[config.mk]
export PLATFORM = sky130hd
export DESIGN_NAME = sdSpiTop
export DESIGN_NICKNAME = d
export VERILOG_FILES = /design/src/hdl/sdSpiPkg.sv /design/src/hdl/sdSpiEngine.sv /design/src/hdl/sdSpiWbRegs.sv /design/src/hdl/sdSpiTop.sv
export VERILOG_INCLUDE_DIRS = /design/src /design/src/hdl
export SDC_FILE = /design/constraint.sdc
export NUM_CORES = 1
export LEC_CHECK = 0
export BUFFER_PORTS_ARGS = -buffer_cell sky130_fd_sc_hd__buf_2
export CORE_MARGIN = 10
export CORE_UTILIZATION = 30
export DETAILED_ROUTE_END_ITERATION = 16
export GPL_TIMING_DRIVEN = 0
export HOLD_SLACK_MARGIN = 0.15
export PLACE_DENSITY = 0.53
export RECOVER_POWER = 25
export SYNTH_ARGS = -nofsm -noshare
export SYNTH_HDL_FRONTEND = slang
export SYNTH_HIERARCHICAL = 1
export SYNTH_SLANG_ARGS = --single-unit
[constraint.sdc]
create_clock -name clk -period 6 [get_ports clk]
set_clock_uncertainty 0.2 [all_clocks]
set_input_delay 1.2 -clock clk [delete_from_list [all_inputs] [get_ports clk]]
set_output_delay 1.2 -clock clk [all_outputs]
set_load 0.005 [all_outputs]
[src/hdl/sdSpi_defines.svh]
`ifndef SD_SPI_DEFINES_SVH
`define SD_SPI_DEFINES_SVH

// Width of the SCLK half period counter
`define SD_DIV_WIDTH 6

// Half period lasts reload plus one clk cycles

// Slow rate for card identification, 64 cycles per half period
`define SD_SLOW_DIV 6'd63

// Fast rate for data phase, 2 cycles per half period
`define SD_FAST_DIV 6'd1

// Wishbone word addresses
// CTRL: write issues a control op, read gives status
`define SD_REG_CTRL 1'b0
// DATA: write starts a transfer, read gives last received byte
`define SD_REG_DATA 1'b1

`endif

[src/hdl/sdSpiPkg.sv]
`default_nettype none

package sdSpiPkg;

   // Engine operation codes, also the CTRL write encoding
   typedef enum logic [2:0]
   {
      opNop      = 3'd0,
      opCsLow    = 3'd1,
      opCsHigh   = 3'd2,
      opFast     = 3'd3,
      opSlow     = 3'd4,
      opTransfer = 3'd5
   } spiOp_t;

   // Register block to engine, valid for one cycle
   typedef struct packed {
      spiOp_t     op;
      logic [7:0] txd;
   } spiCmd_t;

   // Engine state as seen on a CTRL read, busy in bit 2
   typedef struct packed {
      logic busy;
      logic csActive;
      logic fast;
   } spiStatus_t;

   // Host to slave half of the Wishbone bus
   typedef struct packed {
      logic       cyc;
      logic       stb;
      logic       we;
      logic       adr;
      logic [7:0] dat;
   } wbReq_t;

   // Slave to host half
   typedef struct packed {
      logic       ack;
      logic [7:0] dat;
   } wbRsp_t;

   // Card side outputs
   typedef struct packed {
      logic sclk;
      logic mosi;
      logic csN;
   } sdPins_t;

endpackage

`default_nettype wire

[src/hdl/sdSpiEngine.sv]
`default_nettype none

`include "sdSpi_defines.svh"

module sdSpiEngine import sdSpiPkg::*;
(
   input  logic       clk,
   input  logic       rst,
   input  spiCmd_t    cmd,
   input  logic       miso,
   output sdPins_t    pins,
   output logic [7:0] rxd,
   output spiStatus_t status,
   output logic       done
);

   // Engine states
   // Clock low and clock high alternate once per bit
   // Two tail half periods keep SCLK high before done
   typedef enum logic [2:0]
   {
      stReset,
      stIdle,
      stClkLow,
      stClkHigh,
      stTail1,
      stTail2
   } engState_t;

   engState_t                state;
   logic [`SD_DIV_WIDTH-1:0] divCnt;
   logic [`SD_DIV_WIDTH-1:0] divReload;
   logic [2:0]               bitCnt;
   logic [7:0]               txShift;
   logic [7:0]               rxShift;
   logic                     csN;
   logic                     fast;
   logic                     halfEnd;

   // Divisor picked by the current speed
   assign divReload = fast ? `SD_FAST_DIV : `SD_SLOW_DIV;

   // Last cycle of the current half period
   assign halfEnd = (divCnt == '0);

   ////////////////////////////////////////////////////////////////////////////
   // Sequencer
   ////////////////////////////////////////////////////////////////////////////

   always_ff @(posedge clk)
   begin
      if (rst)
      begin
         state   <= stReset;
         csN     <= 1'b1;
         fast    <= 1'b0;
         done    <= 1'b0;
         txShift <= 8'hff;
         rxd     <= 8'hff;
      end
      else
      begin
         // Done is a single cycle pulse
         done <= 1'b0;
         case (state)
            // Clear counters once before idle
            stReset:
            begin
               divCnt <= '0;
               bitCnt <= '0;
               state  <= stIdle;
            end

            // Control ops apply here
            // A transfer leaves idle
            stIdle:
            begin
               case (cmd.op)
                  opCsLow:
                     csN <= 1'b0;
                  opCsHigh:
                     csN <= 1'b1;
                  opFast:
                     fast <= 1'b1;
                  opSlow:
                     fast <= 1'b0;
                  opTransfer:
                  begin
                     // MSB goes out on MOSI as SCLK falls
                     divCnt  <= divReload;
                     bitCnt  <= 3'd7;
                     txShift <= cmd.txd;
                     state   <= stClkLow;
                  end
                  default:
                     state <= stIdle;
               endcase
            end

            // SCLK low with MISO sampled on the way out
            stClkLow:
            begin
               if (halfEnd)
               begin
                  divCnt  <= divReload;
                  rxShift <= {rxShift[6:0], miso};
                  state   <= stClkHigh;
               end
               else
                  divCnt <= divCnt - 1'b1;
            end

            // SCLK high with the next bit presented at its end
            stClkHigh:
            begin
               if (halfEnd)
               begin
                  divCnt <= divReload;
                  if (bitCnt == 3'd0)
                     state <= stTail1;
                  else
                  begin
                     txShift <= {txShift[6:0], 1'b1};
                     bitCnt  <= bitCnt - 1'b1;
                     state   <= stClkLow;
                  end
               end
               else
                  divCnt <= divCnt - 1'b1;
            end

            // First tail half period
            stTail1:
            begin
               if (halfEnd)
               begin
                  divCnt <= divReload;
                  state  <= stTail2;
               end
               else
                  divCnt <= divCnt - 1'b1;
            end

            // Second tail then publish the byte
            stTail2:
            begin
               if (halfEnd)
               begin
                  // MOSI back to idle high
                  txShift <= 8'hff;
                  rxd     <= rxShift;
                  done    <= 1'b1;
                  state   <= stIdle;
               end
               else
                  divCnt <= divCnt - 1'b1;
            end

            default:
               state <= stIdle;
         endcase
      end
   end

   ////////////////////////////////////////////////////////////////////////////
   // Outputs
   ////////////////////////////////////////////////////////////////////////////

   // SCLK low only in low half periods
   assign pins.sclk = (state != stClkLow);
   assign pins.mosi = txShift[7];
   assign pins.csN  = csN;

   assign status.busy     = (state != stIdle);
   assign status.csActive = !csN;
   assign status.fast     = fast;

   // Idle bus keeps MOSI parked high
   assert property (@(posedge clk) disable iff (rst) !status.busy |-> pins.mosi);

   // Completion is one cycle wide
   assert property (@(posedge clk) disable iff (rst) done |=> !done);

   // Register block must hold off while a transfer runs
   assert property (@(posedge clk) disable iff (rst) status.busy |-> cmd.op == opNop);

endmodule

`default_nettype wire

[src/hdl/sdSpiWbRegs.sv]
`default_nettype none

`include "sdSpi_defines.svh"

module sdSpiWbRegs import sdSpiPkg::*;
(
   input  logic       clk,
   input  logic       rst,
   input  wbReq_t     wbReq,
   output wbRsp_t     wbRsp,
   output spiCmd_t    cmd,
   input  spiStatus_t status,
   input  logic [7:0] rxd
);

   logic       reqValid;
   logic       rdReq;
   logic       wrReq;
   logic       wrIssue;
   logic       ackQ;
   logic [7:0] rdData;
   spiOp_t     ctrlOp;

   ////////////////////////////////////////////////////////////////////////////
   // Request decode
   ////////////////////////////////////////////////////////////////////////////

   // Open access not yet answered
   assign reqValid = wbReq.cyc && wbReq.stb && !ackQ;
   assign rdReq    = reqValid && !wbReq.we;
   assign wrReq    = reqValid && wbReq.we;

   // Writes stall until the engine is idle
   assign wrIssue = wrReq && !status.busy;

   // CTRL write op from low data bits
   // Transfer and unused codes fall back to nop
   always_comb
   begin
      case (wbReq.dat[2:0])
         opCsLow,
         opCsHigh,
         opFast,
         opSlow:
            ctrlOp = spiOp_t'(wbReq.dat[2:0]);
         default:
            ctrlOp = opNop;
      endcase
   end

   // One command per acknowledged write
   always_comb
   begin
      cmd.op  = opNop;
      cmd.txd = wbReq.dat;
      if (wrIssue)
      begin
         if (wbReq.adr == `SD_REG_DATA)
            cmd.op = opTransfer;
         else
            cmd.op = ctrlOp;
      end
   end

   ////////////////////////////////////////////////////////////////////////////
   // Response
   ////////////////////////////////////////////////////////////////////////////

   // Ack one cycle after the access is taken
   always_ff @(posedge clk)
   begin
      if (rst)
         ackQ <= 1'b0;
      else
         ackQ <= rdReq || wrIssue;
   end

   // Read data captured with the request
   // Status in the low three bits for CTRL
   always_ff @(posedge clk)
   begin
      if (rdReq)
      begin
         if (wbReq.adr == `SD_REG_CTRL)
            rdData <= {5'b0, status};
         else
            rdData <= rxd;
      end
   end

   assign wbRsp.ack = ackQ;
   assign wbRsp.dat = rdData;

   // Master holds its request through the ack cycle
   assert property (@(posedge clk) disable iff (rst)
      ackQ |-> wbReq.cyc && wbReq.stb);

endmodule

`default_nettype wire

[src/hdl/sdSpiTop.sv]
`default_nettype none

module sdSpiTop import sdSpiPkg::*;
(
   input  logic   clk,
   input  logic   rst,
   input  wbReq_t wbReq,
   output wbRsp_t wbRsp,
   input  logic   miso,
   output sdPins_t pins
);

   // Register block to engine
   spiCmd_t    cmd;
   // Engine back to register block
   spiStatus_t status;
   logic [7:0] rxd;

   // Wishbone slave, turns accesses into engine commands
   sdSpiWbRegs regs0
   (
      .clk    (clk),
      .rst    (rst),
      .wbReq  (wbReq),
      .wbRsp  (wbRsp),
      .cmd    (cmd),
      .status (status),
      .rxd    (rxd)
   );

   // Byte engine, drives the card pins
   // Completion reaches the host through status busy
   sdSpiEngine engine0
   (
      .clk    (clk),
      .rst    (rst),
      .cmd    (cmd),
      .miso   (miso),
      .pins   (pins),
      .rxd    (rxd),
      .status (status),
      .done   ()
   );

endmodule

`default_nettype wire

==> results.sh <==
export IMPL_status="completed"
export IMPL_drt_pass1_iter_count=4
export IMPL_num_rows=34
export IMPL_finalNetCount=339
export IMPL_start_util_pct=31.2
export IMPL_vdd_drop_max_uv=103
export IMPL_ys_warn_count=6
export IMPL_maxCapViolations=0
export IMPL_fmax_mhz=245
export IMPL_dpl_cell_count=422
export IMPL_start_kind="flop"
export IMPL_timing_final_crit_period_ps=4080
export IMPL_met3_length_microns=218
export IMPL_rr_endpoint="engine0/divCnt[4]"
export IMPL_antenna_cells=0
export IMPL_crit_path_end_kind="flop"
export IMPL_setup_viol=0
export IMPL_path_cells="clkbuf_1 > or3b_2 > clkbuf_1 > nand2b_1 > a211oi_1 > nand3b_1 > nand2_1 > o21ai_0 > a221oi_1"
export IMPL_layoutNonFillerInstCount=430
export IMPL_p_per_area_nw_per_um2=220
export IMPL_max_slew_margin_pct=21.9
export IMPL_cts_clk_slew_worst_paths_ps=100
export IMPL_clock_sinks=47
export IMPL_syn_area_sq_um=2750
export IMPL_core_area_sq_um=8810
export IMPL_cpMaxStageDelayCell="a221oi_1"
export IMPL_pre_cts_ws_ps=1820
export IMPL_cts_buffers=5
export IMPL_critPathMaxFanout=9
export IMPL_worst_pin_slew_ps=1170
export IMPL_h_tree_depth=2
export IMPL_rsz0062_at_grt="no"
export IMPL_dr_total_vias=2222
export IMPL_crit_path_start="engine0/state[2]"
export IMPL_post_cts_resized=0
export IMPL_cp_arrival_ps=3810
export IMPL_tns_ps=0
export IMPL_whs_ps=257
export IMPL_crit_type="reg2reg"
export IMPL_hold_path_class="reg2reg"
export IMPL_die_y_microns=116
export IMPL_r2r_setup_slack_ps=1920
export IMPL_num_io_pins=27
export IMPL_drv_slew=0
export IMPL_r2r_start="engine0/state[2]"
export IMPL_remaining_drc_errors=0
export IMPL_antenna_found_initial=0
export IMPL_route_detailed_wl_per_inst_microns=15.6
export IMPL_globalplace_congestion=0.868
export IMPL_drt_vias_per_instance=5.17
export IMPL_drt_total_wl_microns=6710
export IMPL_cts_setup_buffers=0
export IMPL_final_hold_viol_count=0
export IMPL_syn_num_nets=312
export IMPL_area_delta_synth_final_pct=12.5
export IMPL_cpMostUsedCell="clkbuf_1"
export IMPL_grt_usage_pct=10.2
export IMPL_grt_first_pass_wirelength_microns=11000
export IMPL_grt_max_degree=17
export IMPL_initialDrtViolationCount=137
export IMPL_numPortBuffers=20
export IMPL_reg2reg_depth=9
export IMPL_dr_wl_met2_microns=3170
export IMPL_overflow=0
export IMPL_cp_required_ps=5730
export IMPL_final_antenna_net_count=0
export IMPL_drive_gt1_share_pct=16.1
export IMPL_max_stage_delay_ps=970
export IMPL_hold_buffers=0
export IMPL_dpl_hpwl_microns=4900
export IMPL_leakage_nw=1.15
export IMPL_syn_avg_cell_area_sq_um=9.35
export IMPL_first_global_vias=2221
export IMPL_critPathCapture="engine0/divCnt[4]"
export IMPL_clock_path_buffers=2
export IMPL_dieWidth_microns=116
export IMPL_timing_final_ws_setup_ps=1920
export IMPL_root_buffer="clkbuf_8"
export IMPL_top_layer="met4"
export IMPL_wl_met1_microns=3220
export IMPL_syn_inst=294
export IMPL_tritoncts="done"
export IMPL_clock_latency_ps=300
export IMPL_die_area_sq_um=13400
export IMPL_period_share_pct=68.0
[how the worst min path moves through the flow]
stage	depth (start not counted)	endpoint	startpoint	slack, ps
floorplan	0	engine0/rxShift[1]	engine0/rxShift[0]	230
global placement	0	engine0/rxShift[2]	engine0/rxShift[1]	230
detailed placement	0	engine0/rxShift[1]	engine0/rxShift[0]	230
CTS	0	engine0/rxShift[1]	engine0/rxShift[0]	260
global route	0	engine0/rxShift[1]	engine0/rxShift[0]	270
finish	0	engine0/rxShift[1]	engine0/rxShift[0]	260
[routing by layer]
metal	vias up	GRT usage, %
li1	1094	-
met1	1074	13.1
met2	47	16.7
met3	7	1.86
met4	0	3.75
met5	-	0
[final cells by class]
class	instances	area, sq um
fillers	892	5710
multi-input cells	197	1310
flip-flops and latches	47	1190
plain buffers	33	185
well taps	108	135
repair buffers	20	98.8
clock buffers	6	93.8
inverters	17	63.8
clock inverters	2	17.5
[cells in the final DEF, fill, tap and decap left out, drive strengths merged, types with 13 or more instances in the layout]
cell	n
a21oi	18
buf	34
clkbuf	25
dfxtp	22
edfxtp	25
inv	17
nand2b	13
nor2	29
nor3	14
o21ai	19
[metrics by stage]
step	cell area, sq um	power (mW)	utilization [%]
6_report	3090	0.681	35.1
5_1_grt	3090	0.714	35.1
4_1_cts	3100	0.692	35.2
3_5_place_dp	2980	0.458	33.9
3_3_place_gp	2980	0.458	33.9
2_1_floorplan	2750	0.432	-
[power breakdown]
part / total (mW) / switching [mW] / internal (mW)
registers: 0.355 / 0.00544 / 0.349
logic: 0.0967 / 0.0570 / 0.0397
clock network: 0.229 / 0.120 / 0.110
total: 0.681 / 0.182 / 0.499
[registers in the layout (all words and copies together) (netlist names), 3 cells and up]
name,count
engine0/rxShift,8
engine0/bitCnt,3
regs0/rdData,8
engine0/rxd,8
engine0/state,3
engine0/divCnt,6
engine0/txShift,8
[worst max-delay path: cells and delay by family (launching register included)]
family          cells  cell delay, ps
simple gates        4            1080
compound gates      3            1740
flops               1             310
buf+inv             2             370
Power figures use the tool's default switching activity.
